### src/logic/uartPkg.sv
// Shared UART line configuration types, receive structs, timing constants and parity helpers
`default_nettype none

package uartPkg;

   ////////////////////
   // Bit timing
   ////////////////////

   // Clocks between baud enables
   localparam integer BAUD_DIVISOR = 4;
   // Enables per serial bit
   localparam integer SAMPLES_PER_BIT = 16;
   // Start edge to start-bit check
   localparam integer MID_SAMPLE = 8;
   localparam integer BAUD_WIDTH = $clog2(BAUD_DIVISOR);
   localparam integer SAMPLE_WIDTH = $clog2(SAMPLES_PER_BIT);
   // Widest character
   localparam integer CHAR_WIDTH = 8;

   typedef logic [BAUD_WIDTH-1:0] baudCount;
   typedef logic [SAMPLE_WIDTH-1:0] sampleCount;

   ////////////////////
   // Line configuration
   ////////////////////

   // Data bits per character, LSB first on the wire
   typedef enum logic [1:0] {LEN5, LEN6, LEN7, LEN8} charLength;
   // Code 3 behaves like no parity
   typedef enum logic [1:0] {PAR_NONE, PAR_EVEN, PAR_ODD, PAR_RSVD} parityMode;
   typedef enum logic {STOP1, STOP2} stopBits;

   typedef struct packed {
      charLength length;
      parityMode parity;
      stopBits   stop;
   } lineConfig;

   // Configuration after reset or clear, 8N1
   localparam lineConfig DEFAULT_CFG = '{length: LEN8, parity: PAR_NONE, stop: STOP1};

   // Received character, high data bits zero for short lengths
   typedef struct packed {
      logic [CHAR_WIDTH-1:0] data;
      logic                  parityError;
      logic                  framingError;
   } rxChar;

   typedef struct packed {
      logic full;
      logic overrun;
      logic txEmpty;
   } rxStatus;

   ////////////////////
   // Helpers
   ////////////////////

   function automatic logic parityEnabled(parityMode mode);
      return (mode == PAR_EVEN) || (mode == PAR_ODD);
   endfunction

   // Even parity bit makes the total count of ones even
   function automatic logic parityBit(logic [CHAR_WIDTH-1:0] data, parityMode mode);
      return (mode == PAR_ODD) ? ~(^data) : ^data;
   endfunction

   // Keeps only the bits that a character of this length sends
   function automatic logic [CHAR_WIDTH-1:0] dataMask(charLength len);
      return 8'hff >> (2'd3 - len);
   endfunction

endpackage

`default_nettype wire

### src/logic/baudGenerator.sv
// Baud-rate generator, divides clk into the sample enable shared by transmitter and receiver
`default_nettype none
`timescale 1ns/1ps

module baudGenerator (
   input  logic clk,
   input  logic rst,
   input  logic clr,
   output logic clken
);

   // Down-counter, one enable per BAUD_DIVISOR clocks
   uartPkg::baudCount count;

   always_ff @(posedge clk or posedge rst)
   begin
      if (rst)
         count <= uartPkg::baudCount'(uartPkg::BAUD_DIVISOR - 1);
      // Restart keeps both serial blocks in phase after a clear
      else if (clr)
         count <= uartPkg::baudCount'(uartPkg::BAUD_DIVISOR - 1);
      else if (count == '0)
         count <= uartPkg::baudCount'(uartPkg::BAUD_DIVISOR - 1);
      else
         count <= count - 1'b1;
   end

   // Pulse on terminal count
   assign clken = (count == '0);

endmodule

`default_nettype wire

### src/logic/uartTransmitter.sv
// Unbuffered UART transmitter, serializes one character per txStart with start, parity and stop
`default_nettype none
`timescale 1ns/1ps

module uartTransmitter (
   input  logic               clk,
   input  logic               rst,
   input  logic               clr,
   input  logic               clken,
   input  uartPkg::lineConfig activeCfg,
   input  logic [7:0]         txData,
   input  logic               txStart,
   output logic               txd,
   output logic               empty,
   output logic               done
);

   // One state per bit on the wire
   typedef enum logic [3:0] {
      IDLE, SYNC, START,
      BIT0, BIT1, BIT2, BIT3, BIT4, BIT5, BIT6, BIT7,
      PARITY, STOP1, STOP2, DONE
   } txState;

   txState state;
   txState nextState;
   txState lastData;
   txState afterData;
   // Enables left in the current bit
   uartPkg::sampleCount count;
   logic [7:0] txReg;
   logic [2:0] bitSel;

   ////////////////////
   // Sequencing
   ////////////////////

   // Final data state follows the character length
   assign lastData = txState'(4'(BIT4) + 4'(activeCfg.length));
   assign afterData = uartPkg::parityEnabled(activeCfg.parity) ? PARITY : STOP1;

   // Successor of a bit state at the end of its 16 enables
   always_comb
   begin
      case (state)
         START:
            nextState = BIT0;
         BIT0, BIT1, BIT2, BIT3, BIT4, BIT5, BIT6, BIT7:
            if (state == lastData)
               nextState = afterData;
            else
               nextState = txState'(state + 4'd1);
         PARITY:
            nextState = STOP1;
         // Second stop bit only for STOP2
         STOP1:
            nextState = (activeCfg.stop == uartPkg::STOP2) ? STOP2 : DONE;
         STOP2:
            nextState = DONE;
         default:
            nextState = IDLE;
      endcase
   end

   always_ff @(posedge clk or posedge rst)
   begin
      if (rst)
      begin
         state <= IDLE;
         count <= '0;
      end
      else if (clr)
      begin
         state <= IDLE;
         count <= '0;
      end
      else
      begin
         case (state)
            IDLE:
               if (txStart)
                  state <= SYNC;
            // Align the first bit to an enable
            SYNC:
               if (clken)
               begin
                  count <= uartPkg::sampleCount'(uartPkg::SAMPLES_PER_BIT - 1);
                  state <= START;
               end
            // Interrupt cycle
            DONE:
               state <= IDLE;
            // All bit states count down 16 enables
            default:
               if (clken)
               begin
                  if (count == '0)
                  begin
                     count <= uartPkg::sampleCount'(uartPkg::SAMPLES_PER_BIT - 1);
                     state <= nextState;
                  end
                  else
                     count <= count - 1'b1;
               end
         endcase
      end
   end

   // Character register, unused high bits cleared so parity ignores them
   always_ff @(posedge clk)
   begin
      if ((state == IDLE) && txStart)
         txReg <= txData & uartPkg::dataMask(activeCfg.length);
   end

   ////////////////////
   // Line driver
   ////////////////////

   // Data bit index from the state code
   assign bitSel = 3'(state - BIT0);

   always_comb
   begin
      case (state)
         START:
            txd = 1'b0;
         BIT0, BIT1, BIT2, BIT3, BIT4, BIT5, BIT6, BIT7:
            txd = txReg[bitSel];
         PARITY:
            txd = uartPkg::parityBit(txReg, activeCfg.parity);
         // Mark level in idle, sync, stop and done
         default:
            txd = 1'b1;
      endcase
   end

   // Empty drops in the load cycle itself
   assign empty = (state == IDLE) && !txStart;
   assign done  = (state == DONE);

endmodule

`default_nettype wire

### src/logic/uartReceiver.sv
// Oversampling UART receiver, validates the start bit and samples each bit at its centre
`default_nettype none
`timescale 1ns/1ps

module uartReceiver (
   input  logic               clk,
   input  logic               rst,
   input  logic               clr,
   input  logic               clken,
   input  uartPkg::lineConfig activeCfg,
   input  logic               rxd,
   output uartPkg::rxChar     rxOut,
   output logic               rxDone,
   output logic               rxIdle
);

   typedef enum logic [2:0] {IDLE, START, DATA, PARITY, STOP} rxState;

   rxState state;
   // Enables to the next sample point
   uartPkg::sampleCount count;
   logic [2:0] bitIndex;
   logic [1:0] syncReg;
   logic rxSync;
   logic sample;
   logic lastData;
   logic [7:0] shReg;
   logic parErr;

   ////////////////////
   // Input synchronizer
   ////////////////////

   // Two flops, reset to the mark level
   always_ff @(posedge clk or posedge rst)
   begin
      if (rst)
         syncReg <= 2'b11;
      else
         syncReg <= {syncReg[0], rxd};
   end

   assign rxSync = syncReg[1];

   ////////////////////
   // Bit sequencing
   ////////////////////

   // Sample point is an enable with the count run out
   assign sample   = clken && (count == '0);
   assign lastData = (bitIndex == (3'd4 + 3'(activeCfg.length)));

   always_ff @(posedge clk or posedge rst)
   begin
      if (rst)
      begin
         state    <= IDLE;
         count    <= '0;
         bitIndex <= '0;
      end
      else if (clr)
      begin
         state    <= IDLE;
         count    <= '0;
         bitIndex <= '0;
      end
      else if (clken)
      begin
         if (count != '0)
            count <= count - 1'b1;
         else
         begin
            case (state)
               // Falling edge, wait half a bit
               IDLE:
                  if (!rxSync)
                  begin
                     count <= uartPkg::sampleCount'(uartPkg::MID_SAMPLE - 1);
                     state <= START;
                  end
               // Line back high at mid-bit is a glitch
               START:
                  if (rxSync)
                     state <= IDLE;
                  else
                  begin
                     count    <= uartPkg::sampleCount'(uartPkg::SAMPLES_PER_BIT - 1);
                     bitIndex <= '0;
                     state    <= DATA;
                  end
               DATA:
               begin
                  count <= uartPkg::sampleCount'(uartPkg::SAMPLES_PER_BIT - 1);
                  if (!lastData)
                     bitIndex <= bitIndex + 1'b1;
                  else if (uartPkg::parityEnabled(activeCfg.parity))
                     state <= PARITY;
                  else
                     state <= STOP;
               end
               PARITY:
               begin
                  count <= uartPkg::sampleCount'(uartPkg::SAMPLES_PER_BIT - 1);
                  state <= STOP;
               end
               // First stop bit only, a second one passes as idle line
               default:
                  state <= IDLE;
            endcase
         end
      end
   end

   ////////////////////
   // Data capture
   ////////////////////

   // Cleared at the start edge so short characters read zero above length
   always_ff @(posedge clk)
   begin
      if (sample)
      begin
         if ((state == IDLE) && !rxSync)
         begin
            shReg  <= '0;
            parErr <= 1'b0;
         end
         else if (state == DATA)
            shReg[bitIndex] <= rxSync;
         else if (state == PARITY)
            parErr <= (rxSync != uartPkg::parityBit(shReg, activeCfg.parity));
      end
   end

   // Character is valid together with rxDone
   always_comb
   begin
      rxOut.data         = shReg;
      rxOut.parityError  = parErr;
      // Stop bit sampled low
      rxOut.framingError = !rxSync;
   end

   assign rxDone = sample && (state == STOP);
   assign rxIdle = (state == IDLE);

endmodule

`default_nettype wire

### src/logic/uartControl.sv
// UART control block, configuration register, receive holding register, status and interrupts
`default_nettype none
`timescale 1ns/1ps

module uartControl (
   input  logic               clk,
   input  logic               rst,
   input  logic               clr,
   input  logic               cfgWrite,
   input  uartPkg::lineConfig cfg,
   input  logic               txLoad,
   input  logic               txEmptyIn,
   input  logic               txDoneIn,
   input  logic               rxIdle,
   input  logic               rxDone,
   input  uartPkg::rxChar     rxIn,
   input  logic               rxRead,
   output uartPkg::lineConfig activeCfg,
   output logic               txStart,
   output uartPkg::rxChar     rxCharOut,
   output uartPkg::rxStatus   status,
   output logic               txIntr,
   output logic               rxIntr
);

   logic full;
   logic overrun;
   logic cfgAccept;
   logic holdLoad;

   ////////////////////
   // Configuration
   ////////////////////

   // Only between frames on both directions
   assign cfgAccept = cfgWrite && txEmptyIn && rxIdle;

   always_ff @(posedge clk or posedge rst)
   begin
      if (rst)
         activeCfg <= uartPkg::DEFAULT_CFG;
      else if (clr)
         activeCfg <= uartPkg::DEFAULT_CFG;
      else if (cfgAccept)
         activeCfg <= cfg;
   end

   ////////////////////
   // Receive holding
   ////////////////////

   // New character only into an empty or just-read register
   assign holdLoad = rxDone && (!full || rxRead);

   always_ff @(posedge clk)
   begin
      if (holdLoad)
         rxCharOut <= rxIn;
   end

   always_ff @(posedge clk or posedge rst)
   begin
      if (rst)
      begin
         full    <= 1'b0;
         overrun <= 1'b0;
         rxIntr  <= 1'b0;
      end
      else if (clr)
      begin
         full    <= 1'b0;
         overrun <= 1'b0;
         rxIntr  <= 1'b0;
      end
      else
      begin
         // One cycle after each received frame
         rxIntr <= rxDone;
         if (rxDone)
            full <= 1'b1;
         else if (rxRead)
            full <= 1'b0;
         // Lost character, old one kept
         if (rxDone && full && !rxRead)
            overrun <= 1'b1;
         else if (rxRead)
            overrun <= 1'b0;
      end
   end

   ////////////////////
   // Status and transmit
   ////////////////////

   always_comb
   begin
      status.full    = full;
      status.overrun = overrun;
      status.txEmpty = txEmptyIn;
   end

   // Transmitter drops a load while busy
   assign txStart = txLoad;
   assign txIntr  = txDoneIn;

endmodule

`default_nettype wire

### src/logic/uartTop.sv
// Serial port top level, joins control, baud generator, transmitter and receiver
`default_nettype none
`timescale 1ns/1ps

module uartTop (
   input  logic               clk,
   input  logic               rst,
   input  logic               clr,
   input  logic               cfgWrite,
   input  uartPkg::lineConfig cfg,
   input  logic [7:0]         txData,
   input  logic               txLoad,
   input  logic               rxRead,
   input  logic               rxd,
   output logic               txd,
   output uartPkg::rxChar     rxCharOut,
   output uartPkg::rxStatus   status,
   output logic               txIntr,
   output logic               rxIntr
);

   // Shared bit-sample enable
   logic clken;
   uartPkg::lineConfig activeCfg;
   logic txStart;
   logic txEmpty;
   logic txDone;
   // Receiver to control
   uartPkg::rxChar rxChar;
   logic rxDone;
   logic rxIdle;

   baudGenerator baudGen (
      .clk   (clk),
      .rst   (rst),
      .clr   (clr),
      .clken (clken)
   );

   uartTransmitter transmitter (
      .clk       (clk),
      .rst       (rst),
      .clr       (clr),
      .clken     (clken),
      .activeCfg (activeCfg),
      .txData    (txData),
      .txStart   (txStart),
      .txd       (txd),
      .empty     (txEmpty),
      .done      (txDone)
   );

   uartReceiver receiver (
      .clk       (clk),
      .rst       (rst),
      .clr       (clr),
      .clken     (clken),
      .activeCfg (activeCfg),
      .rxd       (rxd),
      .rxOut     (rxChar),
      .rxDone    (rxDone),
      .rxIdle    (rxIdle)
   );

   uartControl control (
      .clk       (clk),
      .rst       (rst),
      .clr       (clr),
      .cfgWrite  (cfgWrite),
      .cfg       (cfg),
      .txLoad    (txLoad),
      .txEmptyIn (txEmpty),
      .txDoneIn  (txDone),
      .rxIdle    (rxIdle),
      .rxDone    (rxDone),
      .rxIn      (rxChar),
      .rxRead    (rxRead),
      .activeCfg (activeCfg),
      .txStart   (txStart),
      .rxCharOut (rxCharOut),
      .status    (status),
      .txIntr    (txIntr),
      .rxIntr    (rxIntr)
   );

endmodule

`default_nettype wire

### config.mk
export PLATFORM = sky130hd
export DESIGN_NAME = uartTop
export DESIGN_NICKNAME = d
export VERILOG_FILES = /design/src/logic/uartPkg.sv /design/src/logic/baudGenerator.sv /design/src/logic/uartTransmitter.sv /design/src/logic/uartReceiver.sv /design/src/logic/uartControl.sv /design/src/logic/uartTop.sv
export SDC_FILE = /design/constraint.sdc
export NUM_CORES = 1
export LEC_CHECK = 0
export BUFFER_PORTS_ARGS = -buffer_cell sky130_fd_sc_hd__buf_2
export CAP_MARGIN = 20
export CORE_ASPECT_RATIO = 1.25
export CORE_MARGIN = 5
export CORE_UTILIZATION = 50
export CTS_CLUSTER_SIZE = 20
export DETAILED_ROUTE_END_ITERATION = 8
export PLACE_DENSITY = 0.7
export SYNTH_ARGS = -nofsm -noshare
export SYNTH_HDL_FRONTEND = slang
export SYNTH_HIERARCHICAL = 1
export SYNTH_SLANG_ARGS = --single-unit
### constraint.sdc
create_clock -name clk -period 2.8 [get_ports clk]
set_clock_uncertainty 0.1 [all_clocks]
set_input_delay 0.14 -clock clk [delete_from_list [all_inputs] [get_ports clk]]
set_output_delay 0.14 -clock clk [all_outputs]
set_load 0.01 [all_outputs]
==> impl_metrics.ini <==
[final_layout]
final_core_util_pct = 59.7
multi_input_area_mm2 = 0.00155
nNetsFinal = 403
register_area_mm2 = 0.00157
fillers = 579
diodes = 0
layout-drive-gt1-share_pct = 22.3
final_area_mm2 = 0.00390
syn2layout_area_growth_pct = 16.9

[drt]
antenna_left = 0
totalWireLength_um = 6690
post_drt_via_cell_ratio = 5.33
drtIter0Drc = 63
drt-wirelength-per-cell_um = 14.4
drc = 0
drtPass1Iterations = 4
vias = 2466

[synthesis]
synthesis.area_mm2 = 0.00333
synthTopCellsByArea = edfxtp_1 24%, dfrtp_1 18%, dfstp_2 4.7%, ha_1 4.5%, xnor2_1 3.9%
synth_edf_count = 27
synth_top_area_share_pct = 24.3
syn-num-nets = 353
syn_inst = 321
ys_warn_count = 6
synth.ff_latch_count = 57
synthArstFlopShare_pct = 52.6
synth_cell_types = 62
synthFlopType = edfxtp_1
yosysTopAreaCell = edfxtp_1
yosysSeqAreaShare_pct = 47.1
syn_avg_cell_area_um2 = 10.4

[setup_path]
ff2ff_setup_slack_ps = 430
cpMaxStageDelayCell = dfrtp_1
critical_path_class = reg2out
r2r-end = transmitter/state[0]$_DFFE_PP0P_
startpoint = transmitter/state[1]$_DFFE_PP0P_
r2r-start = transmitter/state[1]$_DFFE_PP0P_
path_depth = 8
reg2reg_depth = 7
crit_required_ps = 2560
worst-path-buf-inv = 2
path_delay_family = compound AO/OA/AOI/OAI gates
slowest_delay_ps = 460
crit_end = txd
cp-start-kind = register
crit_path_end_kind = output port
cp.arrival_ps = 2430
timing.critical_path.fanout_max = 7
crit_chain = inv_1 -> ha_1 -> nor4_4 -> o32a_1 -> nor2_1 -> a311oi_1 -> a22oi_1 -> buf_2

[clocking]
clk_pin_slew_ps = 60
cts_made_buffers = 9
clk-insertion-delay-late_ps = 320
clockBufferDepth = 2
tritoncts = built
clockRootBuffer = clkbuf_8
h-tree-depth = 3
clkSinkCount = 57

[die]
die_width_um = 83.0
io_pins = 36
core.rowCount = 33
core_mm2 = 0.00652
start_util_pct = 51.1
die_height_um = 101
die_area_mm2 = 0.00841

[grt]
grt_overflow = 0
grt.total_usage_pct = 17.5
grt_pass1_wl_um = 11800
grt_pass1_vias = 2513
grt_start_max_net_pins = 34
antenna_found_initial = 0

[placed_design]
hpwl_um = 4780
port_buffers = 35
gp_congestion = 0.857
pre_cts_ws_ps = 253
place_area_mm2 = 0.00353

[flow_run]
max-cap-violations = 0

[sta]
layout_setup_ws_ps = 135
min_period_ps = 2670
slew_viol_final = 0
fin_crit_sh_pct = 95.2
tightest_slew_ps = 577
clock.fmax_mhz = 375
hold_slack_ps = 19.0
maxSlewHeadroom_pct = 61.5
setup_viol = 0
hold_viol = 0

[min_path]
whs_path_depth = 3
min_path_type = in2reg

[outcome]
status = completed

[power_and_ir_drop]
peakVddDrop_v = 0.000281
leakage_nw = 1.61
powerDensity_mw_per_mm2 = 587
==> synth_stat cells (2+ instances only) <==
cell,instances
a31oi_1,2
and3_1,2
ha_1,12
buf_4,6
and3_2,2
mux2i_1,8
mux2_2,2
nand2_1,14
buf_1,2
or3_1,2
nor2_1,28
xnor2_1,15
buf_2,6
nor3b_1,5
nor3_1,12
and2_1,3
or3b_1,2
mux4_2,2
dfstp_2,6
nor4_1,3
inv_1,27
o21ai_0,17
o21a_1,10
nand2b_1,9
nor2b_1,3
a211oi_1,3
a21oi_1,15
a22o_2,3
xor2_1,6
a311oi_1,4
clkbuf_1,4
nand3_1,4
o21ai_1,2
a21o_1,2
dfrtp_1,24
edfxtp_1,27
buf_6,2
==> what timing repair did <==
item / in CTS / in global routing
hold endpoints to repair: 42 / 0
setup endpoints to repair: 1 / 1
hold buffers: 15 / 0
pin swaps: 0 / 1
resized for setup: 1 / 2
buffers inserted: 0 / 5
==> metrics by stage <==
stage,power (W),setup TNS (ps),std cells
2_1_floorplan,0.00150,0,321
3_3_place_gp,0.00160,0,427
3_5_place_dp,0.00161,0,427
4_1_cts,0.00226,0,458
5_1_grt,0.00244,-44.3,463
6_report,0.00229,0,463
==> placed cells by master (no fill, tap or decap), types with 2 or more instances in the layout <==
cell type	instances
buf_2	35
and2_1	3
a21o_1	2
o21ai_1	2
xor2_1	6
a31oi_1	2
dfrtp_1	23
nand3_1	4
nor3b_1	5
nor2b_1	3
clkbuf_8	9
a21oi_1	15
dlygate4sd3_1	15
mux4_2	2
a311oi_1	4
mux2i_1	8
clkinv_2	4
xnor2_1	15
o21a_1	10
nor3_1	12
nand2_1	14
dfstp_2	6
a211oi_1	3
mux2_2	2
edfxtp_1	27
or3_1	2
clkinvlp_4	2
inv_1	27
a22o_2	3
and3_2	2
or3b_1	2
nor4_1	2
and3_1	2
o21ai_0	17
nor2_1	28
ha_1	12
buf_4	10
nand2b_1	9
==> worst reg2reg max path: cells and delay by family (launching register included) <==
family / cells / cell delay, ps
compound gates: 4 / 850
flops: 1 / 450
simple gates: 1 / 380
fa+ha+maj: 1 / 360
buf+inv: 1 / 110
==> state kept, by name (all words and copies together), names as in the netlist, 2 cells and up <==
register           flops
receiver/syncReg       2
receiver/bitIndex      3
baudGen/count          2
control/rxCharOut     10
control/activeCfg      5
transmitter/txReg      8
transmitter/count      4
receiver/count         4
transmitter/state      4
receiver/shReg         8
receiver/state         3
==> area by class of cell <==
type | instances | share of cell area, %
Clock buffer | 10 | 3.27
Clock inverter | 6 | 0.899
Sequential cell | 57 | 40.3
Multi-Input combinational cell | 215 | 39.8
Tap cell | 87 | 2.79
Inverter | 28 | 2.70
Timing Repair Buffer | 60 | 10.3
==> power breakdown <==
group | internal (W) | switching, W
clock | 0.000314 | 0.000311
combinational | 0.000339 | 0.000326
sequential | 0.000946 | 0.0000534
total | 0.00160 | 0.000690
==> worst min path at each step <==
stage / startpoint / end / slack [ps]
6_report: cfg[2] / control/activeCfg[2]$_DFFE_PP0P_ / 20
2_1_floorplan: rst / control/activeCfg[0]$_DFFE_PP0P_ / -150
3_5_place_dp: rst / transmitter/state[1]$_DFFE_PP0P_ / 50
4_1_cts: cfg[2] / control/activeCfg[2]$_DFFE_PP0P_ / 10
3_3_place_gp: rst / control/activeCfg[2]$_DFFE_PP0P_ / 40
5_1_grt: cfg[2] / control/activeCfg[2]$_DFFE_PP0P_ / 2
==> cell families after synthesis <==
logic type	Yosys count	synth area share, %
AO/OA/AOI/OAI	70	14.5
adder cells (fa/ha/maj)	12	4.50
XOR/XNOR	22	6.19
buffers and inverters	49	6.90
multiplexers	12	4.43
flip-flops	57	47.1
AND/OR/NAND/NOR	99	16.4
==> metal layers <==
metal	GRT usage, %	wire length [µm]	vias up
li1	-	-	1235
met1	21.7	2930	1163
met2	28.6	3300	54
met3	4.15	293	14
met4	8.93	159	0
met5	0	0	-
No activity file was read; power rests on OpenSTA's default activity.
